## config.mk

```make
export PLATFORM = sky130hd
export DESIGN_NAME = hazardUnit
export DESIGN_NICKNAME = d
export VERILOG_FILES = /design/src/design/cpuPkg.sv /design/src/design/hazardUnit.sv
export SDC_FILE = /design/constraint.sdc
export NUM_CORES = 1
export LEC_CHECK = 0
export BUFFER_PORTS_ARGS = -buffer_cell sky130_fd_sc_hd__buf_2
export CAP_MARGIN = 20
export CORE_AREA = 2 2 39 41
export DETAILED_ROUTE_END_ITERATION = 10
export DIE_AREA = 0 0 41 43
export GPL_TIMING_DRIVEN = 0
export PLACE_DENSITY = 0.59
export REMOVE_ABC_BUFFERS = 1
export SLEW_MARGIN = 25
export SYNTH_ARGS = -nofsm -noshare
export SYNTH_HDL_FRONTEND = slang
export SYNTH_SLANG_ARGS = --single-unit
```

## constraint.sdc

```tcl
create_clock -name vclk -period 2.4
set_input_delay 0.6 -clock vclk [all_inputs]
set_output_delay 0.6 -clock vclk [all_outputs]
set_load 0.005 [all_outputs]
```

## src/design/cpuPkg.sv

```systemverilog
// shared widths, opcodes, function codes, memory sizes, types and memory fsm states
package cpuPkg;

        ////////////////////////////////////////
        // types
        typedef logic [15:0] wordT;             // data word and byte address
        typedef logic [15:0] instrT;
        typedef logic [2:0]  regIdxT;           // r0..r7
        typedef logic [4:0]  opcodeT;           // instr[15:11]
        typedef logic [1:0]  funcT;             // instr[1:0], r-format only
        typedef logic [1:0]  fwdSelT;

        typedef enum logic [1:0] {
                memIdle,
                memWait,
                memDone
        } memStateT;

        // forwarding selects, 2'b11 is reserved
        localparam fwdSelT FwdIdEx  = 2'd0;     // value read in decode
        localparam fwdSelT FwdExMem = 2'd1;
        localparam fwdSelT FwdWb    = 2'd2;

        ////////////////////////////////////////
        // opcodes
        localparam opcodeT OpHalt  = 5'b00000;
        localparam opcodeT OpNop   = 5'b00001;
        localparam opcodeT OpJ     = 5'b00100;
        localparam opcodeT OpAddi  = 5'b01000;
        localparam opcodeT OpBeqz  = 5'b01100;
        localparam opcodeT OpSt    = 5'b10000;
        localparam opcodeT OpLd    = 5'b10001;
        localparam opcodeT OpRType = 5'b11011;

        localparam funcT FnAdd  = 2'b00;        // rs + rt
        localparam funcT FnSub  = 2'b01;        // rt - rs
        localparam funcT FnXor  = 2'b10;
        localparam funcT FnAndn = 2'b11;        // rs & ~rt

        localparam instrT NopInstr = {OpNop, 11'b0};    // pipeline bubble

        ////////////////////////////////////////
        // memories
        localparam int ImemWords    = 256;
        localparam int DmemWords    = 256;
        localparam int MemLatency   = 2;        // extra cycles per data access
        localparam int ImemAddrBits = $clog2(ImemWords);
        localparam int DmemAddrBits = $clog2(DmemWords);
        localparam int MemCntBits   = $clog2(MemLatency + 1);

        // anything outside the implemented set traps at writeback
        function automatic logic isLegal(opcodeT op);
                case (op)
                        OpHalt, OpNop, OpJ, OpAddi, OpBeqz, OpSt, OpLd, OpRType: return 1'b1;
                        default: return 1'b0;
                endcase
        endfunction

endpackage

```

## src/design/hazardUnit.sv

```systemverilog
// load-use stall detection and execute operand forwarding selects
module hazardUnit import cpuPkg::*; (
        input  instrT  ifInstr,
        input  logic   idMemRead,
        input  regIdxT idDst,
        input  regIdxT idRs,
        input  regIdxT idRt,
        input  logic   exRegWrite,
        input  regIdxT exDst,
        input  logic   wbEn,
        input  regIdxT wbReg,
        output logic   stall,
        output fwdSelT fwdA,
        output fwdSelT fwdB
);
        opcodeT ifOp;
        logic   usesRs;
        logic   usesRt;

        assign ifOp = ifInstr[15:11];
        assign usesRs = (ifOp == OpRType) || (ifOp == OpSt) || (ifOp == OpAddi)
                     || (ifOp == OpLd) || (ifOp == OpBeqz);
        assign usesRt = (ifOp == OpRType) || (ifOp == OpSt);      // st data is rt

        // load in id/ex feeding the very next instruction
        assign stall = idMemRead && ((usesRs && idDst == ifInstr[10:8])
                                  || (usesRt && idDst == ifInstr[7:5]));

        // youngest producer first
        function automatic fwdSelT pickFwd(regIdxT src);
                if (exRegWrite && exDst == src) return FwdExMem;
                if (wbEn && wbReg == src) return FwdWb;
                return FwdIdEx;
        endfunction

        assign fwdA = pickFwd(idRs);
        assign fwdB = pickFwd(idRt);

endmodule

```

# Yosys cells after proc, flatten, opt, wreduce, memory -nomap -nowiden
# Index checks and enable logic that the tools add are counted.
[word_totals]
regBits = 0
in_bits = 34
output_inout_bits = 5
wordCells = 37
[classes]
n_eq_ne = 11
mux = 14
reduce_logical = 12
[op_table]
columns = ["op", "n"]
rows = [
  ["$eq 3x3->1", 6],
  ["$mux 2", 8],
  ["$eq 5x5->1 const B", 3],
  ["$eq 5x4->1 const B", 2],
  ["$logic_and 1x1->1", 7],
  ["$mux 1", 6],
  ["$logic_or 1x1->1", 5],
]

# Depth between registers and ports, before layout
[logic_depth]
depth_word = 8
mapped_depth = 4
depth_no_buf = 4

# Worst setup path after synthesis
# Ideal clock, no wire load.
[synth_timing]
path_kind = "in2out"
from = "input idDst[0]"
to = "output stall"
arrival_time_ns = 1.131
required_time_ns = 1.800
path_slack_ns = 0.669
cell_stages = 4
path_buffers = 0
cell_sequence = "xnor2_1 > nand4_1 > a21oi_1 > o221a_1"
[synth_between]
elab_chain_len = 4
elab_cells_between_ends = 6
classes_between = "eq/ne: 2; reduce/logical: 4"
[synth_lines]
columns = ["element", "line_no", "text"]
rows = [
  ["start: declaration", "hazardUnit.sv:5", "input regIdxT idDst,"],
  ["$eq 3x3->1 (on tied branches)", "hazardUnit.sv:26, hazardUnit.sv:27", ""],
  ["$logic_and 1x1->1 (on tied branches)", "hazardUnit.sv:26, hazardUnit.sv:27", ""],
  ["$logic_or 1x1->1 (*)", "hazardUnit.sv:27", "|| (usesRt && idDst == ifInstr[7:5]));"],
  ["$logic_and 1x1->1 (*)", "hazardUnit.sv:26", "assign stall = idMemRead && ((usesRs && idDst == ifInstr[10:8])"],
  ["end: declaration", "hazardUnit.sv:12", "output logic stall,"],
]
# Every way passes the cells marked *; elsewhere a longest branch is shown, timed or not.

# Final worst setup path
# Ends and elaborated chain as after synthesis.

==> impl_results.html <==
<table>
<tr><th>Metric</th><th>Value</th></tr>
<tr><th colspan="2">Run status</th></tr>
<tr><td>Run status</td><td>complete, no violations</td></tr>
<tr><th colspan="2">Synthesis</th></tr>
<tr><td>Synth warn</td><td>0</td></tr>
<tr><td>Combinational family with the most area after synthesis</td><td>XOR/XNOR gates</td></tr>
<tr><td>Mux cell area share after synthesis</td><td>0</td></tr>
<tr><td>Synth unique cells</td><td>13</td></tr>
<tr><td>Share of the synthesized area in compound gates (AO/OA/AOI/OAI)</td><td>0.0825</td></tr>
<tr><td>Mean instance size in the synthesized netlist</td><td>7.36 sq um</td></tr>
<tr><td>Post-synthesis adder-cell area fraction</td><td>0</td></tr>
<tr><td>Fraction of synthesized cell area in xor and xnor cells</td><td>0.612</td></tr>
<tr><td>Post-synthesis share of cell area spent on and, or, nand and nor gates</td><td>0.306</td></tr>
<tr><td>Area of the mapped netlist</td><td>258 sq um</td></tr>
<tr><td>Post-synthesis cell count</td><td>35</td></tr>
<tr><td>Post-synthesis sequential area ratio</td><td>0</td></tr>
<tr><th colspan="2">Cells and area</th></tr>
<tr><td>Number of flip-flops and latches</td><td>0</td></tr>
<tr><td>Antenna diode count</td><td>0</td></tr>
<tr><td>Area taken by flip-flops and latches</td><td>0 sq um</td></tr>
<tr><td>Commonest cells after routing, fill and taps aside</td><td>buf_2 (34), xnor2_1 (11), xor2_1 (7), nor3_1 (3), nand4_1 (3)</td></tr>
<tr><td>Area grow syn2layout</td><td>73.8%</td></tr>
<tr><td>Count of nets after finishing</td><td>105</td></tr>
<tr><td>Post-route non-filler standard cell count</td><td>85</td></tr>
<tr><td>CLK BUF</td><td>0</td></tr>
<tr><td>Most frequent standard cell in the layout excluding fill and tap cells</td><td>buf_2</td></tr>
<tr><td>Layout cell share with drive strength beyond 1</td><td>0.493</td></tr>
<tr><th colspan="2">Pwr</th></tr>
<tr><td>Switching share of power</td><td>0.439</td></tr>
<tr><td>Power Dens Cells</td><td>160 mW/mm^2</td></tr>
<tr><td>Peak supply drop</td><td>0.0538 mV</td></tr>
<tr><td>Fraction of power consumed by sequential logic</td><td>0</td></tr>
<tr><td>Final total power</td><td>71.8 uW</td></tr>
<tr><td>Leakage Power</td><td>0.000230 uW</td></tr>
<tr><td>Switching power total</td><td>31.5 uW</td></tr>
<tr><td>Combinational Power Share</td><td>1.000</td></tr>
<tr><td>Internal power contribution</td><td>40.3 uW</td></tr>
<tr><td>Clock share of power</td><td>0</td></tr>
<tr><th colspan="2">Setup path</th></tr>
<tr><td>Kind of start point of the critical path</td><td>input pin</td></tr>
<tr><td>Cell type with the highest occurrence count on the critical path</td><td>buf_2</td></tr>
<tr><td>Max FO, Critical Path</td><td>2</td></tr>
<tr><td>Required time at the endpoint of the critical path</td><td>1.80 ns</td></tr>
<tr><td>Arrival time of data at the critical path endpoint</td><td>1.42 ns</td></tr>
<tr><td>Buffers &amp; Inverters on Critical Path</td><td>2</td></tr>
<tr><td>Worst Setup End Kind</td><td>output port</td></tr>
<tr><td>Setup crit start</td><td>idDst[0]</td></tr>
<tr><td>Cell-by-cell trace of the critical path</td><td>buf_2 &gt; xnor2_1 &gt; nand4_1 &gt; a21oi_1 &gt; o221a_1 &gt; buf_2</td></tr>
<tr><td>Critical-path top delay cell</td><td>o221a_1</td></tr>
<tr><td>Critical path's top delay family</td><td>compound AO/OA/AOI/OAI gates</td></tr>
<tr><td>Crit Path Category</td><td>in -&gt; out</td></tr>
<tr><td>Largest stage delay, worst path</td><td>0.19 ns</td></tr>
<tr><th colspan="2">Floorplanning</th></tr>
<tr><td>Top-level I/O count</td><td>39</td></tr>
<tr><td>Core area</td><td>0.00138 sq mm</td></tr>
<tr><td>Vert. Die Dim</td><td>43 um</td></tr>
<tr><td>DIE AREA</td><td>0.00176 sq mm</td></tr>
<tr><td>Starting density of the core</td><td>0.186</td></tr>
<tr><td>FP Rows</td><td>14</td></tr>
<tr><td>Floorplan die width</td><td>41 um</td></tr>
<tr><th colspan="2">Route</th></tr>
<tr><td>Iteration-0 DRC count of the detailed router</td><td>3</td></tr>
<tr><td>Average detailed-routed wire length per instance</td><td>8.74 um</td></tr>
<tr><td>Detailed-route vias per instance</td><td>4.32</td></tr>
<tr><td>Antenna-violating nets left</td><td>0</td></tr>
<tr><td>Routed vias</td><td>367</td></tr>
<tr><td>Remaining routing DRC violations</td><td>0</td></tr>
<tr><td>DRT Pass-1 Iters</td><td>4</td></tr>
<tr><td>Final Routed Wirelength</td><td>743 um</td></tr>
<tr><th colspan="2">Placement</th></tr>
<tr><td>Placed insts</td><td>85</td></tr>
<tr><td>IO Port Bufs</td><td>34</td></tr>
<tr><td>Final weighted congestion of routability-driven global placement</td><td>0.724</td></tr>
<tr><td>Minimum setup slack after placement</td><td>0.371 ns</td></tr>
<tr><th colspan="2">Run</th></tr>
<tr><td>Max-cap violations</td><td>0</td></tr>
<tr><th colspan="2">Global routing</th></tr>
<tr><td>Vias in the first global route</td><td>311</td></tr>
<tr><td>Wire length of the first global-routing pass</td><td>1210 um</td></tr>
<tr><td>Pin count of the biggest net entering global routing</td><td>5</td></tr>
<tr><td>Initial antenna violation count</td><td>0</td></tr>
<tr><td>Total track usage</td><td>0.0899</td></tr>
<tr><td>Remaining global-route overflow</td><td>0</td></tr>
<tr><th colspan="2">Timing</th></tr>
<tr><td>Peak clock frequency supported by timing</td><td>495 MHz</td></tr>
<tr><td>Slew Limit Headroom</td><td>0.822</td></tr>
<tr><td>Unrepaired setup endpoints after global routing</td><td>no</td></tr>
<tr><td>Min Tclk post-route</td><td>2.02 ns</td></tr>
<tr><td>Final setup violation count</td><td>0</td></tr>
<tr><td>Final hold violations</td><td>0</td></tr>
<tr><td>Final Worst Setup Slack</td><td>0.379 ns</td></tr>
<tr><td>Transition time of the tightest slew-check pin</td><td>0.264 ns</td></tr>
<tr><td>Slew Limit Fails</td><td>0</td></tr>
<tr><td>Setup_tns</td><td>0 ns</td></tr>
<tr><td>Final cycle utilization of the critical path</td><td>0.842</td></tr>
<tr><th colspan="2">Hold path</th></tr>
<tr><td>Hold Crit Start</td><td>wbEn</td></tr>
<tr><td>Path class of the lowest-slack min-delay path</td><td>in -&gt; out</td></tr>
<tr><th colspan="2">Clocking</th></tr>
<tr><td>Hold Buf Count CTS</td><td>0</td></tr>
<tr><td>Number of setup buffers added after CTS</td><td>0</td></tr>
<tr><td>Cts repair resizes</td><td>0</td></tr>
</table>
-- power groups by stage --
stage / clock network, uW / registers (uW) / logic, uW
2_1_floorplan: 0 / 0 / 31.8
3_3_place_gp: 0 / 0 / 71.5
3_5_place_dp: 0 / 0 / 71.7
4_1_cts: 0 / 0 / 72.2
5_1_grt: 0 / 0 / 79.1
6_report: 0 / 0 / 71.8
-- kinds of logic after synthesis --
logic type	Yosys count
xor gates and xnor gates	18
and+or+nand+nor	14
AOI/OAI and AO/OA	3
-- routing by layer --
metal,routed length (um),track usage,up-vias
li1,-,-,192
met1,283,0.127,167
met2,426,0.156,8
met3,34,0,0
met4,0,0,0
met5,0,0,-
-- path summary, 6_finish.rpt --
kind	cells past startpoint	endpoint	slack, ns
setup / recovery	6	stall	0.38
hold / removal	4	fwdA[1]	1.51
-- cell type report --
| cell class | instances | area, sq um |
|---|---|---|
| fill | 154 | 936 |
| multi-input combinational | 35 | 258 |
| tap | 16 | 20.0 |
| timing repair buffer | 34 | 170 |
-- synthesized netlist by cell type --
cell type,n,share of area
xnor2_1,11,0.37
nand4_1,3,0.073
o21ai_0,1,0.019
nor4b_1,1,0.034
o221a_1,1,0.044
nand2_1,2,0.029
nor2_1,2,0.029
and3b_1,1,0.034
nor3_1,3,0.058
nand3_1,1,0.019
xor2_1,7,0.24
nand3b_1,1,0.029
a21oi_1,1,0.019
-- worst min-delay path: cells and delay by family --
kind          cells  cell delay (ns)
buf+inv           2             0.21
simple gates      2             0.09
-- stage by stage --
step,util,cell area [sq um],hold slack [ns]
final,0.324,448,1.51
after global routing,0.324,448,1.53
after CTS,0.324,448,1.51
after detailed placement,0.324,448,1.51
after global placement,0.324,448,1.51
after floorplan,-,258,1.28
Note: power is estimated with default switching activity, not from simulation.
