<file path="src/design/cpuPkg.sv">
// shared widths, opcodes, function codes, memory sizes, types and memory fsm states
package cpuPkg;

        ////////////////////////////////////////
        // types
        typedef logic [15:0] wordT;             // data word and byte address
        typedef logic [15:0] instrT;
        typedef logic [2:0]  regIdxT;           // r0..r7
        typedef logic [4:0]  opcodeT;           // instr[15:11]
        typedef logic [1:0]  funcT;             // instr[1:0], r-format only
        typedef logic [1:0]  fwdSelT;

        typedef enum logic [1:0] {
                memIdle,
                memWait,
                memDone
        } memStateT;

        // forwarding selects, 2'b11 is reserved
        localparam fwdSelT FwdIdEx  = 2'd0;     // value read in decode
        localparam fwdSelT FwdExMem = 2'd1;
        localparam fwdSelT FwdWb    = 2'd2;

        ////////////////////////////////////////
        // opcodes
        localparam opcodeT OpHalt  = 5'b00000;
        localparam opcodeT OpNop   = 5'b00001;
        localparam opcodeT OpJ     = 5'b00100;
        localparam opcodeT OpAddi  = 5'b01000;
        localparam opcodeT OpBeqz  = 5'b01100;
        localparam opcodeT OpSt    = 5'b10000;
        localparam opcodeT OpLd    = 5'b10001;
        localparam opcodeT OpRType = 5'b11011;

        localparam funcT FnAdd  = 2'b00;        // rs + rt
        localparam funcT FnSub  = 2'b01;        // rt - rs
        localparam funcT FnXor  = 2'b10;
        localparam funcT FnAndn = 2'b11;        // rs & ~rt

        localparam instrT NopInstr = {OpNop, 11'b0};    // pipeline bubble

        ////////////////////////////////////////
        // memories
        localparam int ImemWords    = 256;
        localparam int DmemWords    = 256;
        localparam int MemLatency   = 2;        // extra cycles per data access
        localparam int ImemAddrBits = $clog2(ImemWords);
        localparam int DmemAddrBits = $clog2(DmemWords);
        localparam int MemCntBits   = $clog2(MemLatency + 1);

        // anything outside the implemented set traps at writeback
        function automatic logic isLegal(opcodeT op);
                case (op)
                        OpHalt, OpNop, OpJ, OpAddi, OpBeqz, OpSt, OpLd, OpRType: return 1'b1;
                        default: return 1'b0;
                endcase
        endfunction

endpackage

</file>
<file path="src/design/regFile.sv">
// eight-entry register file, two read ports, one write port, write-through
module regFile import cpuPkg::*; (
        input  logic   clk,
        input  logic   rstN,
        input  regIdxT rdAddrA,
        input  regIdxT rdAddrB,
        output wordT   rdDataA,
        output wordT   rdDataB,
        input  logic   wrEn,
        input  regIdxT wrAddr,
        input  wordT   wrData
);
        wordT regs [8];

        always_ff @(posedge clk) begin
                if (!rstN) begin
                        for (int i = 0; i < 8; i++) begin
                                regs[i] <= '0;
                        end
                end else if (wrEn) begin
                        regs[wrAddr] <= wrData;
                end
        end

        // same-cycle write wins over the stored value
        assign rdDataA = (wrEn && wrAddr == rdAddrA) ? wrData : regs[rdAddrA];
        assign rdDataB = (wrEn && wrAddr == rdAddrB) ? wrData : regs[rdAddrB];

endmodule

</file>
<file path="src/design/decodeStage.sv">
// instruction decode, immediate extension, illegal opcode flag and id/ex register
module decodeStage import cpuPkg::*; (
        input  logic   clk,
        input  logic   rstN,
        input  logic   hold,
        input  logic   flush,
        input  instrT  ifInstr,
        input  wordT   ifPcNext,
        input  logic   wbEn,
        input  regIdxT wbReg,
        input  wordT   wbData,
        output instrT  idInstr,
        output wordT   idPcNext,
        output wordT   idA,
        output wordT   idB,
        output wordT   idImm,
        output regIdxT idRs,
        output regIdxT idRt,
        output regIdxT idDst,
        output logic   idRegWrite,
        output logic   idMemRead,
        output logic   idMemWrite,
        output logic   idHalt,
        output logic   idIllegal
);
        opcodeT op;
        wordT   rdA;
        wordT   rdB;
        wordT   imm;
        regIdxT dst;
        logic   regWrite;
        logic   memRead;
        logic   memWrite;

        assign op = ifInstr[15:11];

        regFile regFile_i (
                .clk(clk), .rstN(rstN),
                .rdAddrA(ifInstr[10:8]), .rdAddrB(ifInstr[7:5]),
                .rdDataA(rdA), .rdDataB(rdB),
                .wrEn(wbEn), .wrAddr(wbReg), .wrData(wbData)
        );

        always_comb begin
                regWrite = (op == OpRType) || (op == OpAddi) || (op == OpLd);
                memRead = (op == OpLd);
                memWrite = (op == OpSt);
                dst = (op == OpRType) ? ifInstr[4:2] : ifInstr[7:5];   // addi/ld target rt
                case (op)
                        OpAddi, OpLd, OpSt: imm = {{11{ifInstr[4]}}, ifInstr[4:0]};
                        OpBeqz: imm = {{8{ifInstr[7]}}, ifInstr[7:0]};
                        OpJ: imm = {{5{ifInstr[10]}}, ifInstr[10:0]};
                        default: imm = '0;
                endcase
        end

        ////////////////////////////////////////
        // id/ex register, bubble on stall or redirect
        always_ff @(posedge clk) begin
                if (!rstN || (!hold && flush)) begin
                        idInstr <= NopInstr;
                        {idRegWrite, idMemRead, idMemWrite, idHalt, idIllegal} <= '0;
                end else if (!hold) begin
                        idInstr <= ifInstr;
                        idRegWrite <= regWrite;
                        idMemRead <= memRead;
                        idMemWrite <= memWrite;
                        idHalt <= (op == OpHalt);
                        idIllegal <= !isLegal(op);
                end
        end

        always_ff @(posedge clk) begin
                if (!hold) begin
                        {idPcNext, idA, idB, idImm} <= {ifPcNext, rdA, rdB, imm};
                        {idRs, idRt, idDst} <= {ifInstr[10:8], ifInstr[7:5], dst};
                end
        end

endmodule

</file>
<file path="config.mk">
export PLATFORM = sky130hd
export DESIGN_NAME = decodeStage
export DESIGN_NICKNAME = d
export VERILOG_FILES = /design/src/design/cpuPkg.sv /design/src/design/regFile.sv /design/src/design/decodeStage.sv
export SDC_FILE = /design/constraint.sdc
export NUM_CORES = 1
export LEC_CHECK = 0
export BUFFER_PORTS_ARGS = -buffer_cell sky130_fd_sc_hd__buf_2
export CAP_MARGIN = 10
export CORE_MARGIN = 8
export CORE_UTILIZATION = 39
export CTS_CLUSTER_DIAMETER = 120
export DETAILED_ROUTE_END_ITERATION = 7
export PLACE_DENSITY = 0.69
export SLEW_MARGIN = 20
export SYNTH_ARGS = -nofsm -noshare
export SYNTH_HDL_FRONTEND = slang
export SYNTH_SLANG_ARGS = --single-unit
</file>
<file path="constraint.sdc">
create_clock -name clk -period 2.81 [get_ports clk]
set_input_delay 0.562 -clock clk [delete_from_list [all_inputs] [get_ports clk]]
set_output_delay 0.562 -clock clk [all_outputs]
set_load 0.01 [all_outputs]
</file>
-- Yosys cells after proc, flatten, opt, wreduce, memory -nomap -nowiden
Memory sizes are Yosys's and may differ from the RTL's.
Cells that the tools add are included.
- bits in writable memories: 128
- ROM bits: 32
- memories kept: 2
- bits in registers: 94
- output and inout port bits: 94
- bits of input ports: 56
- memories (memory ; words ; bits a word ; read ports ; clocked after Yosys merged registers in ; write ports ; RTL line ; source):
    regFile_i.regs ; 8 ; 16 ; 2 ; 0 ; 8 ; regFile.sv:13 ; wordT regs [8];
    (no name shown) ; 32 ; 1 ; 1 ; 0 ; 0 ; cpuPkg.sv:53 ; case (op)
- reduce and logical (&&, ||, !) cells: 12
- equality and inequality tests: 8
- mux-type cells: 13
- operators with widths (cell ; count):
    2-to-1 mux 16 bit ; 3
    case mux 16 bit (3 select lines) ; 1
    OR reduction 16 bit ; 1
    equality test 5 bit (second input constant) ; 3
    equality test 5 x 4 -> 1 bit (second input constant) ; 2
    2-to-1 mux 1 bit ; 7
    equality test 3 bit ; 2
    2-to-1 mux 3 bit ; 2
    equality test 5 x 3 -> 1 bit (second input constant) ; 1
    zero test 5 bit ; 1
    logical AND 1 bit ; 3
    zero test 1 bit ; 3
    logical OR 1 bit ; 3
    OR reduction 3 bit ; 1

-- Longest topological paths before layout
Gate-level depths: netlist (run 1).
- depth after elaboration: 5
- gate-level depth with buffers: 6
- depth with buffers taken out: 3

-- By module
Synthesis (run 1) repeated with hierarchy kept, for this count alone.
- cell total of the unflattened synthesis: 635
- area, all modules: 10605.2 um^2
- modules (own cells, without submodules) (module ; seq. area each (um^2) ; area an instance (um^2) ; cells an instance ; instances):
    regFile ; 3843.7 ; 7440.9 ; 446 ; 1
    decodeStage ; 2462.4 ; 3164.3 ; 189 ; 1

-- Worst setup path after synthesis (run 1)
No wires, ideal clock.
- kind: input to register
- from: in hold
- to: reg idIllegal
- cell stages on the path: 4
- library setup time: 0.073 ns
- path buffers: 1
- arrival time: 2.608 ns
- path slack: 0.129 ns
- required time: 2.737 ns
- cells stage by stage: clkbuf_1 > inv_1 > o221ai_1 > a21oi_1
- cells in the longest elaborated chain, start to end: 3
- ends and longest elaborated chain (item ; RTL line ; source):
    start: declaration ; decodeStage.sv:5 ; input logic hold,
    zero test 1 bit ; n/a ;
    logical AND 1 bit ; decodeStage.sv:60 ; if (!rstN || (!hold && flush)) begin
    logical OR 1 bit ; decodeStage.sv:60 ;
    end signal: assignment ; decodeStage.sv:69 ; idIllegal <= !isLegal(op);
    end: declaration ; decodeStage.sv:24 ; output logic idIllegal
Parallel ways exist; a longest one is shown, timed or not.
A chain may end at the register's enable or synchronous reset.

-- Final worst setup path (run 1)
- from: in ifInstr[5]
- to: reg idB[10], data pin
- cells in the longest elaborated chain, start to end: 3
- elaborated cells on any way between the ends: 4
- those cells by class: eq/ne (1); mux (1); reduce/logical (1); memory (1)
- ends and longest elaborated chain (item ; RTL line ; source):
    start: declaration ; decodeStage.sv:7 ; input instrT ifInstr,
    branches (longest 2 deep; another with memory read (8 x 16 bit)) ; n/a ;
    2-to-1 mux 16 bit (*) ; regFile.sv:27 ; assign rdDataB = (wrEn && wrAddr == rdAddrB) ? wrData : regs[rdAddrB];
    named net rdB[10] ; decodeStage.sv:28 ; wordT rdB;
    end signal: assignment ; decodeStage.sv:75 ; {idPcNext, idA, idB, idImm} <= {ifPcNext, rdA, rdB, imm};
    end: declaration ; decodeStage.sv:15 ; output wordT idB,
Mark *: on every way through the listed nets, which the timed path passes.

==> qor_table.md, run 1 <==
| Item | Value |
|---|---|
| Average cell area after synthesis | 16.6 um2 |
| GP Congestion | 0.761 |
| Worst slack on hold paths | 226 ps |
| Dpl hpwl | 17.1 mm |
| Antenna Violating Nets Remaining | 0 |
| Crit path launch type | input port |
| Flops & latches, synth | 217 |
| Horizontal die dimension | 180 um |
| DRC | 0 |
| Part of the total power dissipated in combinational logic | 0.116 |
| Root cell of the clock tree | clkbuf_16 |
| Setup_tns | 0 ps |
| Commonest register cell after synthesis | edfxtp_1 |
| Peak ir drop on the vdd network | 343 uV |
| Cells after DPL | 1110 |
| Peak per-stage delay on the critical path | 620 ps |
| Worst-skew pair later-pin latency | 500 ps |
| CTS tree | done |
| Synth Cell Area | 10500 um2 |
| Die span in y | 180 um |
| Worst Hold Launch | ifPcNext[1] |
| Initial DRT Pass Iterations | 5 |
| Cell variety after synth | 39 |
| Post_cts resized | 0 |
| Origin of the worst setup path | ifInstr[5] |
| Number of placement rows | 60 |
| Antenna violations before repair | 6 |
| Mapped Nets | 690 |
| Worst setup slack after layout | 948 ps |
| Max_slew headroom | 0.354 |
| Worst r2r src | regFile_i.regs[1][4] |
| Kind of capture point of the worst setup path | register |
| Max Cap Violations | 0 |
| TritonCTS buffer count | 22 |
| Number of pins exceeding their max-slew limit in the final report | 0 |
| Status | finished clean |
| Overall fraction of global-route tracks in use | 0.158 |
| Setup violators final | 0 |
| Count of final hold-check violations | 0 |
| Clock network fraction of design power | 0.398 |
| Kind of cell with the highest combined delay on the critical path | multiplexers |
| Synthesis-to-finish area growth | 18.9% |
| I/O pin total | 150 |
| Crit-path max FO | 37 |
| WL per Instance | 22.8 um |
| Worst slew pin tran | 962 ps |
| Number of buffers on the longest clock path | 3 |
| Leakage | 4.86 nW |
| Vias in the first global route | 6541 |
| Number of vias in the routed layout | 6206 |
| Clock sink count | 217 |
| Diodes inserted | 0 |
| Worst path arrival time | 2120 ps |
| Sum of overflow across all layers after global routing | 0 |
| Hold bufs inserted after CTS | 0 |
| Number of input and output port buffers inserted | 149 |
| Final clock period utilization by the worst path | 0.663 |
| Largest net degree at the start of global routing | 38 |
| Critical Path RT | 3070 ps |
| Post-Route Skew | 10.3 ps |
| Die ar. | 32500 um2 |
| Worst setup slack before clock tree synthesis | 422 ps |
| Crit Path Class | input port to register |
| Core area | 26700 um2 |
| Part of the total power dissipated in sequential elements | 0.487 |
| Period minus WS final | 1860 ps |
| Initial Utilization | 0.394 |
| CP Cell Sequence | buf_2 > buf_12 > mux4_1 > mux2_2 > mux2_4 |
| RSZ-0062 raised after global routing | no |
| Number of violations reported at the end of detailed-routing iteration 0 | 465 |
| Switching Fraction | 0.220 |
| Worst Path Buf+Inv | 2 |
| # nets final | 849 |
| Final standard cell count with taps included and fillers excluded | 1150 |
| H-tree levels | 1 |
| Sw Pwr | 1.74 mW |
| Fraction of registers with async set or reset after synthesis | 0 |
| Clock transition at the registers of the reported paths | 60 ps |
| First-pass GRT wire length | 39.9 mm |
| Slowest stage cell, crit path | mux4_1 |
| Fill cell count | 2291 |
| Cell internal pwr | 6.19 mW |
| Ratio of total power to cell area | 634 nW/um2 |
| Number of warnings reported in the yosys synthesis log | 0 |
| Post-synth EDFFs | 196 |
| Fraction of layout cells with a size suffix above 1 | 0.391 |
| Post-synthesis sequential area ratio | 0.599 |
| Type of the tightest min-delay check | input port to register |
| Via density per instance | 5.40 |
| Final wirelength | 26.3 mm |
| Cell count after synthesis | 634 |
| # Post-CTS Setup Buffers | 0 |
| F_max | 537 MHz |
==> logic make-up after synthesis <==
group | after synthesis | synth area share
muxes | 150 | 0.247
AOI/OAI and AO/OA | 20 | 0.0122
DFF | 217 | 0.599
and+or+nand+nor | 189 | 0.105
buffers and inverters | 52 | 0.0321
xor gates and xnor gates | 6 | 0.00499
==> layout by cell type, fill, tap and decap left out, types with 20 or more instances in the layout <==
cell type / instances
clkbuf_16: 23
mux2_2: 47
mux4_1: 36
buf_2: 149
and2_1: 128
buf_4: 28
mux2_4: 20
edfxtp_1: 196
dfxtp_1: 21
nor2_1: 27
mux4_2: 28
==> state kept, by name (all words and copies together), names as in the netlist <==
name,count
idMemRead,1
idIllegal,1
regFile_i.regs,128
idDst,3
idHalt,1
idRt,3
idRegWrite,1
idImm,11
idPcNext,16
idB,16
idRs,3
idA,16
idInstr,16
idMemWrite,1
==> worst register-to-register path, cell delays in order (launching register included) <==
cell	delay, ps
edfxtp_1	390
mux4_1	550
mux2_2	280
mux2_2	260
==> worst paths after layout <==
check	end	slack, ps	cells after the start
min reg2reg	idRegWrite	480	2
max reg2reg	idB[4]	1090	3
min	idPcNext[1]	230	1
max	idB[10]	950	5
==> layer usage <==
layer / GRT usage / share of wire
met5: 0 / 0.0025
met1: 0.190 / 0.39
met4: 0.0397 / 0.017
met2: 0.279 / 0.51
met3: 0.0399 / 0.078
==> cell type report <==
| type | count | area, um2 | share of cell area |
|---|---|---|---|
| Clock buffer | 29 | 638 | 0.0510 |
| Clock inverter | 11 | 149 | 0.0119 |
| Inverter | 3 | 11.3 | 0.000900 |
| Multi-Input combinational cell | 365 | 3890 | 0.311 |
| Sequential cell | 217 | 6310 | 0.504 |
| Tap cell | 341 | 427 | 0.0341 |
| Timing Repair Buffer | 184 | 1100 | 0.0876 |
==> cells in the mapped netlist, types with 9 or more instances <==
library cell | count | share of area
nand2_1 | 9 | 0.0032
clkbuf_1 | 30 | 0.011
edfxtp_1 | 196 | 0.56
mux4_2 | 28 | 0.060
nor2_1 | 29 | 0.010
mux2_2 | 47 | 0.050
o21ai_0 | 10 | 0.0048
mux4_1 | 36 | 0.090
and2_1 | 128 | 0.076
dfxtp_1 | 21 | 0.040
mux2_4 | 20 | 0.029
mux2i_1 | 19 | 0.018
==> stage by stage <==
stage                     utilization  area (um2)  power (mW)
after floorplan                     -       10500        4.50
after global placement          0.439       11700        4.83
after detailed placement        0.439       11700        4.85
after CTS                       0.468       12500        8.00
after global routing            0.468       12500        8.17
final                           0.468       12500        7.93
==> power by group through the flow <==
| stage | clock (mW) | combinational (mW) | sequential [mW] |
|---|---|---|---|
| 2_1_floorplan | 0 | 0.541 | 3.95 |
| 3_3_place_gp | 0 | 0.911 | 3.91 |
| 3_5_place_dp | 0 | 0.927 | 3.93 |
| 4_1_cts | 3.21 | 0.928 | 3.86 |
| 5_1_grt | 3.30 | 0.981 | 3.88 |
| 6_report | 3.15 | 0.917 | 3.86 |
Note: power is estimated with default switching activity, not from simulation.
==> inputs of run 2 (changes only) <==
==> constraint.sdc (replaced) <==
create_clock -name clk -period 1.6 [get_ports clk]
set_input_delay 0.32 -clock clk [delete_from_list [all_inputs] [get_ports clk]]
set_output_delay 0.32 -clock clk [all_outputs]
set_load 0.01 [all_outputs]
==> run 2 against run 1 <==
Net effect: the run now ends with negative setup slack left; final cell count up 4.5%; non-clock buffer count up 50; sequential power up 75%; clock power up 57%; die area unchanged; largest cell class unchanged.
==> qor_table.md, run 2 (synthesis gave the netlist of run 1 again) <==
| Item | Value |
|---|---|
| Status | complete, but fails checks |
| Violated checks | negative setup slack |
| Top library cells by usage in the layout, fill and taps aside | edfxtp_1, buf_2, and2_1, mux4_2, mux2_4 |
| Die ar. | 32500 um2 |
| Peak ir drop on the vdd network | 587 uV |
| Root cell of the clock tree | clkbuf_16 |
| Ratio of total power to cell area | 1040 nW/um2 |
| Number of buffers on the longest clock path | 3 |
| # Post-CTS Setup Buffers | 0 |
| Placed Instance Area | 12200 um2 |
| First-pass GRT wire length | 40.0 mm |
| Initial DRT Pass Iterations | 5 |
| Setup violators final | 32 |
| Final clock period utilization by the worst path | 1.04 |
| Setup_tns | -1280 ps |
| Kind of capture point of the worst setup path | register |
| Horizontal die dimension | 180 um |
| Largest net degree at the start of global routing | 45 |
| Fraction of layout cells with a size suffix above 1 | 0.455 |
| Synthesis-to-finish area growth | 24.8% |
| Number of pins exceeding their max-slew limit in the final report | 0 |
| Via density per instance | 5.25 |
| Die span in y | 180 um |
| F_max | 601 MHz |
| Final wirelength | 26.2 mm |
| Reg with most FFs | regFile_i.regs |
| Clock transition at the registers of the reported paths | 60 ps |
| Antenna violations before repair | 6 |
| Kind of cell with the highest combined delay on the critical path | multiplexers |
| Max Cap Violations | 0 |
| H-tree levels | 1 |
| Clock sink count | 217 |
| WL per Instance | 21.8 um |
| Most common cell after layout, fill and taps aside | edfxtp_1 |
| # nets final | 899 |
| GP Congestion | 0.767 |
| Number of input and output port buffers inserted | 149 |
| Type of the tightest min-delay check | input port to register |
| Cell area after layout | 13100 um2 |
| Number of vias in the routed layout | 6308 |
| Antenna Violating Nets Remaining | 0 |
| Number of placement rows | 60 |
| Post-Route Skew | 9.91 ps |
| DRC | 0 |
| Leakage | 5.15 nW |
| Crit path launch type | register |
| Slowest stage cell, crit path | mux4_2 |
| CP Cell Sequence | mux4_2 > mux2_4 > mux2_4 |
| Worst slew pin tran | 331 ps |
| Core area | 26700 um2 |
| I/O pin total | 150 |
| Worst setup slack after layout | -63.9 ps |
| Sum of overflow across all layers after global routing | 0 |
| Number of flip-flops in the largest register | 128 |
| Worst Path Buf+Inv | 0 |
| Critical Path RT | 1860 ps |
| Max_slew headroom | 0.779 |
| Peak per-stage delay on the critical path | 490 ps |
| Worst path arrival time | 1920 ps |
| Number of violations reported at the end of detailed-routing iteration 0 | 459 |
| Most common cell type on the critical path | mux2_4 |
| Overall fraction of global-route tracks in use | 0.158 |
| Period minus WS final | 1660 ps |
| Worst setup slack before clock tree synthesis | -488 ps |
| Dpl hpwl | 17.6 mm |
| Count of final hold-check violations | 0 |
| RSZ-0062 raised after global routing | yes |
| CTS tree | done |
| Crit Path Class | register to register |
| Initial Utilization | 0.394 |
| Vias in the first global route | 6609 |
| Worst-skew pair later-pin latency | 510 ps |
| Crit-path max FO | 2 |
| Fill cell count | 2245 |
| TritonCTS buffer count | 22 |
-- run 2: cell count changes in the layout (fill, tap and decap cells not counted), sizes merged --
| cell | change |
|---|---|
| diode | +2 |
| dlygate4sd3 | +16 |
| bufinv | -3 |
| clkbuf | +2 |
| clkinv | +1 |
| buf | +34 |
| clkinvlp | +1 |
| inv | -1 |
-- run 2: final cells by class --
cell class / count / area, um2 / share of cell area
Antenna cell: 2 / 5.00 / 0.000381
Sequential cell: 217 / 6310 / 0.480
Multi-Input combinational cell: 365 / 3980 / 0.303
Inverter: 3 / 15.0 / 0.00114
Timing Repair Buffer: 234 / 1710 / 0.130
Tap cell: 341 / 427 / 0.0325
Clock inverter: 9 / 65.1 / 0.00495
Clock buffer: 31 / 626 / 0.0476
-- run 2: worst register-to-register path, cell delays in order (launching register included) --
cell and delay (ps):
edfxtp_1 380, mux4_2 490, mux2_4 290, mux2_4 260
-- run 2: report_power, final --
part,internal [mW],total (mW),leakage [nW],switching [mW]
Clock,2.88,4.95,0.341,2.07
Sequential,6.61,6.77,2.06,0.153
Combinational,1.05,1.91,2.75,0.864
Total,10.5,13.6,5.15,3.09
-- run 2: worst paths after layout --
| kind | startpoint | end | slack, ps | cells past startpoint |
|---|---|---|---|---|
| worst min register to register | idInstr[11] | idInstr[11] | 460 | 1 |
| worst max register to register | regFile_i.regs[3][2] | idA[2] | -60 | 3 |
| worst max-delay path | regFile_i.regs[3][2] | idA[2] | -60 | 3 |
| worst min-delay path | ifInstr[1] | idInstr[1] | 80 | 3 |
-- run 2: timing repair --
action,4_1_cts,5_1_grt
hold buffers,16,0
gates resized for setup,39,12
hold endpoints to repair,16,0
pin swaps,0,0
endpoints found under the setup margin,32,32
-- run 2: per-layer routing --
layer	vias up	wire length (um)	track usage
met2	236	12700	0.265
met1	3170	10600	0.201
met4	8	571	0.0446
li1	2845	-	-
met5	-	48	0
met3	49	2280	0.0375
-- run 2: per-stage QoR --
step                utilization  hold slack [ps]  total power [mW]  instances
floorplan                     -              419              7.95        634
global placement          0.455              451              8.63       1144
detailed placement        0.455              457              8.67       1144
CTS                       0.490             71.7              13.7       1200
global route              0.491             83.3              14.1       1201
finish                    0.491             82.0              13.6       1202
