[config.mk]
export PLATFORM = sky130hd
export DESIGN_NAME = fetchStage
export DESIGN_NICKNAME = d
export VERILOG_FILES = /design/src/design/cpuPkg.sv /design/src/design/fetchStage.sv
export SDC_FILE = /design/constraint.sdc
export NUM_CORES = 1
export LEC_CHECK = 0
export BUFFER_PORTS_ARGS = -buffer_cell sky130_fd_sc_hd__clkbuf_2
export CORE_MARGIN = 4
export CORE_UTILIZATION = 45
export CTS_BUF_LIST = sky130_fd_sc_hd__clkbuf_16
export DETAILED_ROUTE_END_ITERATION = 8
export PLACE_DENSITY = 0.71
export SYNTH_ARGS = -nofsm -noshare
export SYNTH_HDL_FRONTEND = slang
export SYNTH_MEMORY_MAX_BITS = 65536
export SYNTH_SLANG_ARGS = --single-unit
[constraint.sdc]
create_clock -name clk -period 1.86 [get_ports clk]
set_input_delay 0.093 -clock clk [delete_from_list [all_inputs] [get_ports clk]]
set_output_delay 0.093 -clock clk [all_outputs]
set_load 0.1 [all_outputs]
[src/program.hex]
// one instruction word per line, starting at word 0
// opcode[15:11] rs[10:8] rt[7:5], then imm5[4:0] or rd[4:2] fn[1:0]
4025 // addi r1, r0, 5
4143 // addi r2, r1, 3      back to back
D94C // add  r3, r1, r2
D971 // sub  r4 = r3 - r1
DB96 // xor  r5, r3, r4
DB3B // andn r6 = r3 & ~r1
82A2 // st   r5, [r2 + 2]
82C4 // st   r6, [r2 + 4]
8AE2 // ld   r7, [r2 + 2]
DFE4 // add  r1, r7, r7     load use
8C64 // ld   r3, [r4 + 4]
425E // addi r2, r2, -2
DA71 // sub  r4 = r3 - r2   load one apart
6404 // beqz r4, +4         not taken
DC9A // xor  r6, r4, r4
6604 // beqz r6, +4         taken
4121 // addi r1, r1, 1      skipped
4241 // addi r2, r2, 1      skipped
2002 // j    +2
45A1 // addi r5, r5, 1      skipped
41A7 // addi r5, r1, 7
0000 // halt

[src/design/cpuPkg.sv]
// shared widths, opcodes, function codes, memory sizes, types and memory fsm states
package cpuPkg;

        ////////////////////////////////////////
        // types
        typedef logic [15:0] wordT;             // data word and byte address
        typedef logic [15:0] instrT;
        typedef logic [2:0]  regIdxT;           // r0..r7
        typedef logic [4:0]  opcodeT;           // instr[15:11]
        typedef logic [1:0]  funcT;             // instr[1:0], r-format only
        typedef logic [1:0]  fwdSelT;

        typedef enum logic [1:0] {
                memIdle,
                memWait,
                memDone
        } memStateT;

        // forwarding selects, 2'b11 is reserved
        localparam fwdSelT FwdIdEx  = 2'd0;     // value read in decode
        localparam fwdSelT FwdExMem = 2'd1;
        localparam fwdSelT FwdWb    = 2'd2;

        ////////////////////////////////////////
        // opcodes
        localparam opcodeT OpHalt  = 5'b00000;
        localparam opcodeT OpNop   = 5'b00001;
        localparam opcodeT OpJ     = 5'b00100;
        localparam opcodeT OpAddi  = 5'b01000;
        localparam opcodeT OpBeqz  = 5'b01100;
        localparam opcodeT OpSt    = 5'b10000;
        localparam opcodeT OpLd    = 5'b10001;
        localparam opcodeT OpRType = 5'b11011;

        localparam funcT FnAdd  = 2'b00;        // rs + rt
        localparam funcT FnSub  = 2'b01;        // rt - rs
        localparam funcT FnXor  = 2'b10;
        localparam funcT FnAndn = 2'b11;        // rs & ~rt

        localparam instrT NopInstr = {OpNop, 11'b0};    // pipeline bubble

        ////////////////////////////////////////
        // memories
        localparam int ImemWords    = 256;
        localparam int DmemWords    = 256;
        localparam int MemLatency   = 2;        // extra cycles per data access
        localparam int ImemAddrBits = $clog2(ImemWords);
        localparam int DmemAddrBits = $clog2(DmemWords);
        localparam int MemCntBits   = $clog2(MemLatency + 1);

        // anything outside the implemented set traps at writeback
        function automatic logic isLegal(opcodeT op);
                case (op)
                        OpHalt, OpNop, OpJ, OpAddi, OpBeqz, OpSt, OpLd, OpRType: return 1'b1;
                        default: return 1'b0;
                endcase
        endfunction

endpackage

[src/design/fetchStage.sv]
// program counter, instruction rom, redirect and if/id register
module fetchStage import cpuPkg::*; (
        input  logic  clk,
        input  logic  rstN,
        input  logic  hold,             // stall, memBusy or halted
        input  logic  flush,
        input  logic  redirect,
        input  wordT  redirectPc,
        output logic  stopFetch,
        output instrT ifInstr,
        output wordT  ifPcNext
);
        wordT  pc;
        instrT rom [ImemWords];
        instrT fetched;
        logic  fetchStop;

        initial $readmemh("/design/src/program.hex", rom);

        assign fetched = rom[pc[ImemAddrBits:1]];      // pc is a byte address
        // halt or illegal ends the instruction stream
        assign fetchStop = (fetched[15:11] == OpHalt) || !isLegal(fetched[15:11]);

        always_ff @(posedge clk) begin
                if (!rstN) begin
                        pc <= '0;
                        stopFetch <= 1'b0;
                        ifInstr <= NopInstr;
                end else if (!hold) begin
                        if (redirect) begin
                                pc <= redirectPc;
                                stopFetch <= 1'b0;      // a flushed halt never counts
                        end else if (!stopFetch) begin
                                pc <= pc + 16'd2;
                                stopFetch <= fetchStop;
                        end
                        if (flush || stopFetch) ifInstr <= NopInstr;
                        else ifInstr <= fetched;
                end
        end

        always_ff @(posedge clk) begin
                if (!hold) ifPcNext <= pc + 16'd2;     // base for branch targets
        end

endmodule

# == Yosys cells after proc, flatten, opt, wreduce, memory -nomap -nowiden ==
# Memories as Yosys holds them, arrays and structs flattened.
# Index checks and enable logic that the tools add are counted.
# op_classes
n_reduce_logical,5
eq_ne,1
add_sub_neg,1
muxes,5
bitwise,1
# op_table
cell,n
2-to-1 mux 16 bit,3
"adder 16 x 2 -> 16 bit, second input constant",1
"zero test 5 bit, first input constant",1
logical OR 1 bit,2
2-to-1 mux 1 bit,2
"inequality test 2 bit, second input constant",1
AND reduction 2 bit,1
zero test 1 bit,1
inverter 1 bit,1
# totals
register_bits,49
in_bits,21
word_cells,18
mem_bits_ro,32
memories,1
output_inout_bits,33
# memory_table
memory,words,word_bits,read_ports,rd_clocked_by_memory_dff,wr,line,rtl
(no name shown),32,1,1,0,0,cpuPkg.sv:53,case (op)

# == Logic depth before layout (Yosys ltp) ==
# Gate-level depths: netlist of run 1.
# An unclocked memory read counts as a cell.
# depth
depth_word,5
ltp_mapped,6
depth_no_buf,5

# == Least setup slack after synthesis of run 1 ==
# No wires, ideal clock.
# synth_timing
path_kind,register -> register
start,register stopFetch
end,register pc[4]
n_path_buf,1
arrival_time_ns,1.801
stages_incl_launch_ff,6
synth_period_minus_slack_ns,1.871
path_slack_ns,-0.011
required_time_ns,1.790
setup_ns,0.070
path_cell_list,dfxtp_1 nor2b_1 or2_1 buf_2 o21ai_0 a21oi_1
# synth_between
elab_chain_len,2
# synth_lines
element,line,rtl
start: declaration,fetchStage.sv:9,"output logic stopFetch,"
start signal: assignment,fetchStage.sv:35,stopFetch <= fetchStop;
inequality test 2 bit (no line),n/a,
AND reduction 2 bit (no line),n/a,
end signal: assignment,fetchStage.sv:31,pc <= redirectPc;
end signal: assignment,fetchStage.sv:34,pc <= pc + 16'd2;
end: declaration,fetchStage.sv:13,wordT pc;
# No other way between the ends.
# A chain may end at the register's enable or synchronous reset.

# == Worst setup path in the final report of run 1 ==
# layout_timing
start,register pc[1]
end,register pc[15]
# layout_between
elab_chain_len,3
# layout_lines
element,line,rtl
adder 16 x 2 -> 16 bit,fetchStage.sv:34,
2-to-1 mux 16 bit,fetchStage.sv:33,end else if (!stopFetch) begin
2-to-1 mux 16 bit,fetchStage.sv:30,if (redirect) begin
# No other way between the ends. The select of a mux whose other input is x is not followed.

==> metrics.yaml, run 1 <==
antenna_found_initial: 0
dp_cells: 270
swShare_pct: 34.6
yosys_most_used_dff: "dfxtp_1"
syn_inst: 190
synth_cell_types: 46
grt_pass1_vias: 1342
rr_worst_depth: 5
reg2reg_to: "pc[15]"
clk_pin_slew_ps: 50
cts.sinks: 33
ant_nets: 0
ys_async_sr_fraction_pct: 0
hold_slack_ps: 45.7
synth-edff-count: 16
crit_path_end_kind: "flip-flop"
path_buf_inv: 0
syn_area_um2: 1840
slowest_delay_ps: 400
die_area_um2: 5180
root_buffer: "clkbuf_16"
clockBufferDepth: 2
setup_slack_ps: 279
antennaDiodeCount: 0
fmax_mhz: 633
worstMarginPinSlew_ps: 543
drt_pass1_iterations: 4
hold_depth: 3
status: "complete, no violations"
fin_nets: 251
avgSynthCellArea_um2: 9.69
crit_arrival_ps: 1730
dp_worst_setup_slack_ps: 307
hpwl_um: 2630
crit_slowest_cell: "nor4_4"
numCtsBuffers: 5
viasPerCell: 5.29
r2r-start: "pc[1]"
grt_overflow_total: 0
grt_max_degree: 20
die_w_um: 72.0
irDropWorstVdd_uv: 556
clk_latency_ps: 280
post_cts_buffers: 0
clock_skew_ps: 2.72
initial_core_util_pct: 48.5
max_slew_margin_pct: 63.9
htree_levels: 2
io-pin-count: 54
power.internal_mw: 1.38
fin_cells: 278
p_comb_share_pct: 23.9
min_to: "pc[0]"
num_rows: 22
cts_tree: "yes"
min_from: "redirectPc[0]"
wl_per_cell_um: 13.5
cts.hold.buffers_added: 0
seq_power_share_pct: 40.4
fin_crit_sh_pct: 85.0
vias: 1472
cts-resized-gates: 0
finalPower_mw: 2.11
io_buffers: 36
max_cap_violations: 0
path_depth: 5
yosys_warnings: 0
p_sw_mw: 0.733
regArea_um2: 822
p_per_area_nw_per_um2: 972
pwr-share-clk_pct: 35.8
final_area_um2: 2180
ys_seq_area_share_pct: 44.6
fin_crit_ps: 1580
post-route-util_pct: 57.3
finalSetupViolCount: 0
path_max_fanout: 5
multi_input_comb_area_um2: 876
rsz0062_at_grt: "false"
nFillCells: 350
crit_path_start_kind: "flip-flop"
r2r_setup_slack_ps: 280
finalHoldViolCount: 0
drv_slew: 0
gp_congestion: 0.772
crit_family: "simple AND/OR/NAND/NOR gates"
p_leak_nw: 0.956
placedInstanceArea_um2: 2040
ys_ff_latch: 33
min_path_type: "input pin to flip-flop"
path_cells: "ha_1 > nand3_2 > nor4_4 > mux2i_1 > a21oi_1"
grt_pass1_wl_um: 6080
core_um2: 3800
area_delta_synth_final_pct: 18.1
setup-tns-final_ps: 0
drt_iter0_markers: 62
critPathKind: "flip-flop to flip-flop"
drc_errors: 0
drive_gt1_share_pct: 26.5
dieHeight_um: 72.0
drt_wl_total_um: 3750
track_usage_pct: 15.4
critPathRequiredTime_ps: 2010
-- state kept, by name (all words and copies together), names as in the netlist --
name	cells
ifPcNext	16
pc	16
stopFetch	1
-- Yosys cell counts (2+ instances only) --
library cell | instances | share of area [%]
buf_2 | 5 | 1.4
conb_1 | 2 | 0.41
mux2i_1 | 3 | 1.6
nor2_1 | 10 | 2.0
nand2_1 | 13 | 2.6
buf_4 | 16 | 6.5
nor4_4 | 2 | 2.3
clkbuf_1 | 7 | 1.4
nor4_1 | 3 | 1.0
nand3_1 | 11 | 3.0
a311oi_1 | 2 | 0.95
o21ai_0 | 7 | 1.9
dfxtp_1 | 17 | 18
a21oi_1 | 12 | 3.3
inv_1 | 7 | 1.4
xnor2_1 | 6 | 2.9
o22ai_1 | 2 | 0.68
nand4_1 | 2 | 0.68
o31ai_1 | 3 | 1.2
nor2b_1 | 2 | 0.68
nor3_1 | 3 | 0.81
nor4_2 | 2 | 1.4
nand3_4 | 2 | 1.9
and3_1 | 5 | 1.7
edfxtp_1 | 16 | 26
xor2_1 | 7 | 3.3
o221ai_1 | 2 | 0.95
a31oi_1 | 3 | 1.0
-- power by group through the flow --
stage          registers [mW]  clock network [mW]  logic [mW]
4_1_cts                 0.853               0.773       0.507
5_1_grt                 0.859               0.803       0.531
3_5_place_dp            0.867                   0       0.505
6_report                0.853               0.757       0.505
3_3_place_gp            0.866                   0       0.503
2_1_floorplan            1.04                   0       0.277
-- cells in the final DEF (no fill, tap or decap), types with 5 or more instances in the layout --
| cell | count |
|---|---|
| a21oi_1 | 12 |
| and3_1 | 5 |
| buf_4 | 10 |
| clkbuf_16 | 5 |
| clkbuf_2 | 36 |
| conb_1 | 16 |
| dfxtp_1 | 16 |
| edfxtp_1 | 16 |
| inv_1 | 10 |
| nand2_1 | 13 |
| nand3_1 | 11 |
| nor2_1 | 10 |
| o21ai_0 | 7 |
| xnor2_1 | 6 |
| xor2_1 | 7 |
-- cell type report --
class	instances	share of cell area (%)
multi-input cells	136	40.3
clock buffers	5	5.75
inverters	7	1.21
well taps	48	2.76
clock inverters	3	0.518
flip-flops and latches	33	37.8
repair buffers	46	11.7
-- metal layers --
layer	routed length (um)	track usage (%)	part of all wire (%)
met5	0	0	0
met4	81	10.2	2.2
met3	231	3.32	6.2
met2	1780	24.7	47
met1	1660	18.4	44
-- cells by family (layout without fill, tap and decap cells) --
| family | Yosys count | after routing | synth area share [%] |
|---|---|---|---|
| and+or+nand+nor | 63 | 63 | 21.7 |
| buffers and inverters | 35 | 61 | 10.7 |
| AOI/OAI and AO/OA | 40 | 40 | 14.1 |
| adders and majority gates | 1 | 1 | 0.679 |
| muxes | 3 | 3 | 1.63 |
| DFF | 33 | 33 | 44.6 |
| xor gates and xnor gates | 13 | 13 | 6.18 |
| other | 2 | 16 | 0.408 |
-- worst register-to-register path: cells and delay by family, from the launching register on --
kind	cells	cell delay (ps)
flops	1	330
simple gates	2	610
compound gates	1	80
mux	1	220
fa+ha+maj	1	210
-- worst max-delay path by stage --
stage	from	endpoint	slack (ps)
6_report	pc[1]	pc[15]	280
5_1_grt	pc[8]	pc[12]	190
4_1_cts	pc[1]	pc[15]	300
3_5_place_dp	pc[1]	pc[15]	310
3_3_place_gp	pc[1]	pc[15]	330
2_1_floorplan	pc[1]	pc[15]	280
(Power assumes the default switching activity.)
==> run 2: changes to the inputs <==
--- a/config.mk
+++ b/config.mk
@@ -5,12 +5,13 @@
 export SDC_FILE = /design/constraint.sdc
 export NUM_CORES = 1
 export LEC_CHECK = 0
+export ABC_AREA = 1
 export BUFFER_PORTS_ARGS = -buffer_cell sky130_fd_sc_hd__clkbuf_2
 export CORE_MARGIN = 4
 export CORE_UTILIZATION = 45
 export CTS_BUF_LIST = sky130_fd_sc_hd__clkbuf_16
 export DETAILED_ROUTE_END_ITERATION = 8
-export PLACE_DENSITY = 0.71
+export PLACE_DENSITY = 0.72
 export SYNTH_ARGS = -nofsm -noshare
 export SYNTH_HDL_FRONTEND = slang
 export SYNTH_MEMORY_MAX_BITS = 65536
==> constraint.sdc (replaced) <==
create_clock -name clk -period 1.5 [get_ports clk]
set_input_delay 0.075 -clock clk [delete_from_list [all_inputs] [get_ports clk]]
set_output_delay 0.075 -clock clk [all_outputs]
set_load 0.1 [all_outputs]
==> run 2 against run 1 <==
Synthesized cell count rose by 2.1%. Register-to-register slack got worse by 130 ps. Non-clock buffer count is 2 lower. First-iteration DRC count is 4.8% lower. Clock skew up 0.70 ps. Sequential power grew 25%. Critical path type unchanged. Core utilization down 1.4 points. Sequential share of layout area grew 2.1 points. Cell count grew 2.9%. Critical path depth up 2.
==> metrics.yaml, run 2 <==
ys_async_sr_fraction_pct: 0
multi_input_comb_area_um2: 749
clock_skew_ps: 3.42
hpwl_um: 2530
io-pin-count: 54
crit_path_start_kind: "flip-flop"
hold_depth: 3
max_slew_margin_pct: 63.8
grt_overflow_total: 0
p_sw_mw: 0.951
rsz0062_at_grt: "false"
clockBufferDepth: 2
initial_core_util_pct: 46.6
setup_slack_ps: 145
final_common_cell: "clkbuf_2"
io_buffers: 36
reg_top3: "ifPcNext: 16 flops, pc: 16 flops, stopFetch: 1 flops"
finalSetupViolCount: 0
yosys_most_used_dff: "dfxtp_1"
wl_per_cell_um: 12.3
drt_pass1_iterations: 4
slowest_delay_ps: 330
irDropWorstVdd_uv: 585
vias: 1356
drt_wl_total_um: 3510
seq_power_share_pct: 40.0
fin_nets: 259
numCtsBuffers: 5
setup-tns-final_ps: 0
swShare_pct: 35.4
viasPerCell: 4.74
path_cells: "ha_2 > nand3_2 > inv_2 > nand2_2 > nor2_1 > nand2_1 > and2_1"
die_area_um2: 4870
htree_levels: 2
cts.sinks: 33
cts_tree: "yes"
path_max_fanout: 3
drive_gt1_share_pct: 30.7
drv_slew: 0
regArea_um2: 823
max_cap_violations: 0
grt_max_degree: 18
drt_iter0_markers: 59
status: "complete, no violations"
clk_pin_slew_ps: 50
min_path_type: "input pin to flip-flop"
num_rows: 22
antennaDiodeCount: 0
synth_area_leaders: "edfxtp_1, dfxtp_1, buf_4, a21oi_1, nand2_1"
dieHeight_um: 69.8
post_cts_buffers: 0
p_per_area_nw_per_um2: 1300
pwr-share-clk_pct: 35.1
avgSynthCellArea_um2: 8.86
antenna_found_initial: 0
p_comb_share_pct: 24.9
die_w_um: 69.8
crit_path_end_kind: "flip-flop"
yosysTopAreaCell: "edfxtp_1"
nFillCells: 355
fin_crit_ps: 1350
synthMostInstantiatedCell: "nand2_1"
gp_congestion: 0.821
drc_errors: 0
grt_pass1_vias: 1215
area_delta_synth_final_pct: 19.9
fin_crit_sh_pct: 90.3
synth_top_area_share_pct: 27.9
synth-edff-count: 16
ys_seq_area_share_pct: 47.7
p_leak_nw: 0.896
track_usage_pct: 14.8
rr_worst_depth: 7
critPathRequiredTime_ps: 1530
ys_ff_latch: 33
clk_latency_ps: 270
critPathKind: "flip-flop to flip-flop"
synth_cell_types: 30
crit_slowest_cell: "dfxtp_1"
grt_pass1_wl_um: 5590
power.internal_mw: 1.73
worstMarginPinSlew_ps: 545
dp_worst_setup_slack_ps: 90.2
fmax_mhz: 738
final_cell_mix: "clkbuf_2, nand2_1, a21oi_1"
crit_arrival_ps: 1380
ant_nets: 0
finalHoldViolCount: 0
root_buffer: "clkbuf_16"
finalPower_mw: 2.68
syn_inst: 194
synth_common_cells: "nand2_1, a21oi_1, buf_4, dfxtp_1, o21ai_0"
syn_area_um2: 1720
core_um2: 3690
yosys_warnings: 0
run 2: cells by family after synthesis:
logic type / count (synthesis) / synth area share, %
simple gates: 68 / 19.0
compound gates: 48 / 15.4
other cells: 2 / 0.437
buf+inv: 35 / 11.9
fa+ha+maj: 1 / 0.728
xor+xnor: 7 / 4.88
flops: 33 / 47.7
run 2: metrics by stage:
| stage | hold WS (ps) | std cells | util (%) | area [um^2] |
|---|---|---|---|---|
| floorplan | 213 | 208 | - | 1770 |
| global placement | 332 | 278 | 52.1 | 1920 |
| detailed placement | 337 | 278 | 52.1 | 1920 |
| CTS | 53.5 | 286 | 55.8 | 2060 |
| global route | 89.2 | 286 | 55.9 | 2060 |
| finish | 60.6 | 286 | 55.9 | 2060 |
run 2: worst paths after layout:
path | start | endpoint | slack (ps)
setup / recovery | pc[1] | ifPcNext[11] | 150
hold / removal | redirectPc[1] | pc[1] | 60
setup reg to reg | pc[1] | ifPcNext[11] | 150
hold reg to reg | pc[0] | ifPcNext[0] | 430
run 2: power by group through the flow:
stage / registers, mW / clock network (mW) / logic [mW]
after floorplan: 1.34 / 0 / 0.346
after global placement: 1.09 / 0 / 0.664
after detailed placement: 1.09 / 0 / 0.666
after CTS: 1.07 / 0.959 / 0.669
after global routing: 1.09 / 0.991 / 0.702
final: 1.07 / 0.942 / 0.668
run 2: critical path, delay by kind of cell (launching register included):
family / cells / cell delay [ps]
flip-flops: 1 / 330
AND/OR/NAND/NOR: 5 / 460
buffers and inverters: 1 / 100
adder cells (fa/ha/maj): 1 / 200
run 2: routing by layer:
| metal | track usage (%) | vias up | wire (um) |
|---|---|---|---|
| met3 | 5.07 | 5 | 229 |
| met4 | 6.38 | 0 | 56 |
| met1 | 20.0 | 606 | 1630 |
| met5 | 0 | - | 0 |
| li1 | - | 705 | - |
| met2 | 21.4 | 40 | 1590 |
run 2: what timing repair did:
action | 4_1_cts | 5_1_grt
resized for setup | 0 | 3
endpoints found under the setup margin | 0 | 3
hold buffers | 0 | 0
run 2: area by class of cell:
cell class	count	share of cell area, %
clock buffer	5	6.07
inverter	13	2.49
tap	48	2.91
clock inverter	3	0.607
multi-input combinational	140	36.3
timing repair buffer	44	11.7
sequential	33	39.9
==> run 3: changes to the inputs <==
--- a/config.mk
+++ b/config.mk
@@ -12,6 +12,7 @@
 export CTS_BUF_LIST = sky130_fd_sc_hd__clkbuf_16
 export DETAILED_ROUTE_END_ITERATION = 8
 export PLACE_DENSITY = 0.72
+export REMOVE_ABC_BUFFERS = 1
 export SYNTH_ARGS = -nofsm -noshare
 export SYNTH_HDL_FRONTEND = slang
 export SYNTH_MEMORY_MAX_BITS = 65536
==> run 3 against run 2 <==
Routed wire length fell by 2.3%. Setup slack got worse by 69 ps. Sequential share of layout area fell by 0.30 points. Hold slack got worse by 31 ps. Fmax fell by 4.9%. Via count did not move. Critical path depth did not move. First-iteration DRC count rose by 17%. Critical path type unchanged. Highest routed layer unchanged.
==> metrics.yaml, run 3 (same netlist as run 2, synthesis figures left out) <==
status: "complete, no violations"
crit_slowest_cell: "dfxtp_2"
track_usage_pct: 14.9
path_buf_inv: 1
seq_power_share_pct: 37.2
irDropWorstVdd_uv: 741
root_buffer: "clkbuf_16"
cts-resized-gates: 2
critPathKind: "flip-flop to flip-flop"
path_max_fanout: 3
p_leak_nw: 0.896
power.internal_mw: 1.91
p_sw_mw: 0.975
drt_pass1_iterations: 4
initial_core_util_pct: 46.6
wl_per_cell_um: 12.1
crit_path_start_kind: "flip-flop"
ant_nets: 0
finalHoldViolCount: 0
crit_arrival_ps: 1460
hpwl_um: 2460
p_per_area_nw_per_um2: 1390
dieHeight_um: 69.8
post_cts_buffers: 0
viasPerCell: 4.77
vias: 1356
cts.sinks: 33
gp_congestion: 0.839
clock_skew_ps: 6.49
r2r_setup_slack_ps: 80
r2r-start: "pc[2]"
reg_top3: "ifPcNext: 16 flops, pc: 16 flops, stopFetch: 1 flops"
io_buffers: 36
antenna_found_initial: 0
reg2reg_to: "ifPcNext[11]"
regArea_um2: 822
grt_max_degree: 18
clockBufferDepth: 2
max_cap_violations: 0
drt_iter0_markers: 69
fin_crit_sh_pct: 94.9
htree_levels: 2
num_rows: 22
p_comb_share_pct: 23.0
crit_path_end: "ifPcNext[11]"
area_delta_synth_final_pct: 20.7
die_area_um2: 4870
core_um2: 3690
critPathRequiredTime_ps: 1530
final_area_um2: 2070
nFillCells: 345
min_path_type: "input pin to flip-flop"
crit_path_end_kind: "flip-flop"
path_depth: 7
drive_gt1_share_pct: 30.1
grt_overflow_total: 0
antennaDiodeCount: 0
slowest_delay_ps: 350
multi_input_comb_area_um2: 749
die_w_um: 69.8
crit_start: "pc[2]"
rr_worst_depth: 7
clk_latency_ps: 280
cts.hold.buffers_added: 0
finalSetupViolCount: 0
setup-tns-final_ps: 0
grt_pass1_wl_um: 5700
drv_slew: 0
clk_pin_slew_ps: 50
numCtsBuffers: 5
worstMarginPinSlew_ps: 541
swShare_pct: 33.8
rsz0062_at_grt: "true"
fin_nets: 257
path_cells: "ha_2 > nand3_2 > inv_2 > nand2_2 > nor2_1 > nand2_1 > and2_1"
final_common_cell: "clkbuf_2"
final_cell_mix: "clkbuf_2, nand2_1, a21oi_1"
fmax_mhz: 702
placedInstanceArea_um2: 1900
crit_family: "simple AND/OR/NAND/NOR gates"
io-pin-count: 54
fin_crit_ps: 1420
cts_tree: "yes"
grt_pass1_vias: 1241
max_slew_margin_pct: 64.1
drt_wl_total_um: 3430
drc_errors: 0
pwr-share-clk_pct: 39.7
## run 3: changes by cell type in the layout (fill, tap and decap cells not counted), sizes merged
cell,change
buf,-2
clkinvlp,+1
clkinv,-2
bufinv,+1
## run 3: area by class of cell
cell class	instances	share of cell area, %
well taps	48	2.90
clock inverters	3	1.99
clock buffers	5	6.03
repair buffers	42	10.9
flip-flops and latches	33	39.6
multi-input cells	140	36.1
inverters	13	2.47
## run 3: worst register-to-register path, stage by stage (launching register included)
cell     delay [ps]
dfxtp_2         350
ha_2            200
nand3_2         130
inv_2           100
nand2_2          80
nor2_1          100
nand2_1          70
and2_1          160
## run 3: per-layer routing
metal / up-vias / track usage, % / wire [um]
li1: 698 / - / -
met2: 46 / 22.4 / 1560
met3: 6 / 5.22 / 256
met1: 606 / 19.1 / 1550
met5: - / 0 / 0
met4: 0 / 6.81 / 65
## run 3: worst min path at each step
| stage | slack (ps) | depth (start not counted) | start | endpoint |
|---|---|---|---|---|
| 6_report | 30 | 3 | redirectPc[0] | pc[0] |
| 5_1_grt | 50 | 3 | redirectPc[0] | pc[0] |
| 4_1_cts | 20 | 3 | redirectPc[0] | pc[0] |
| 3_5_place_dp | 310 | 3 | redirectPc[0] | pc[0] |
| 3_3_place_gp | 310 | 3 | redirectPc[0] | pc[0] |
| 2_1_floorplan | 210 | 2 | rstN | pc[0] |
## run 3: through the flow
stage	util, %	instances	power (mW)	hold slack (ps)	worst slack (ps)
3_5_place_dp	51.6	276	1.75	311	20.8
5_1_grt	56.2	284	2.98	49.5	-12.7
2_1_floorplan	-	186	1.64	211	-145
4_1_cts	56.2	284	2.91	22.8	23.8
3_3_place_gp	51.6	276	1.75	308	61.5
6_report	56.2	284	2.88	29.4	76.0
## run 3: power by group through the flow
stage / registers, mW / logic (mW) / clock network (mW)
after floorplan: 1.34 / 0.298 / 0
after global placement: 1.09 / 0.661 / 0
after detailed placement: 1.09 / 0.665 / 0
after CTS: 1.07 / 0.668 / 1.17
after global routing: 1.08 / 0.700 / 1.20
final: 1.07 / 0.665 / 1.15
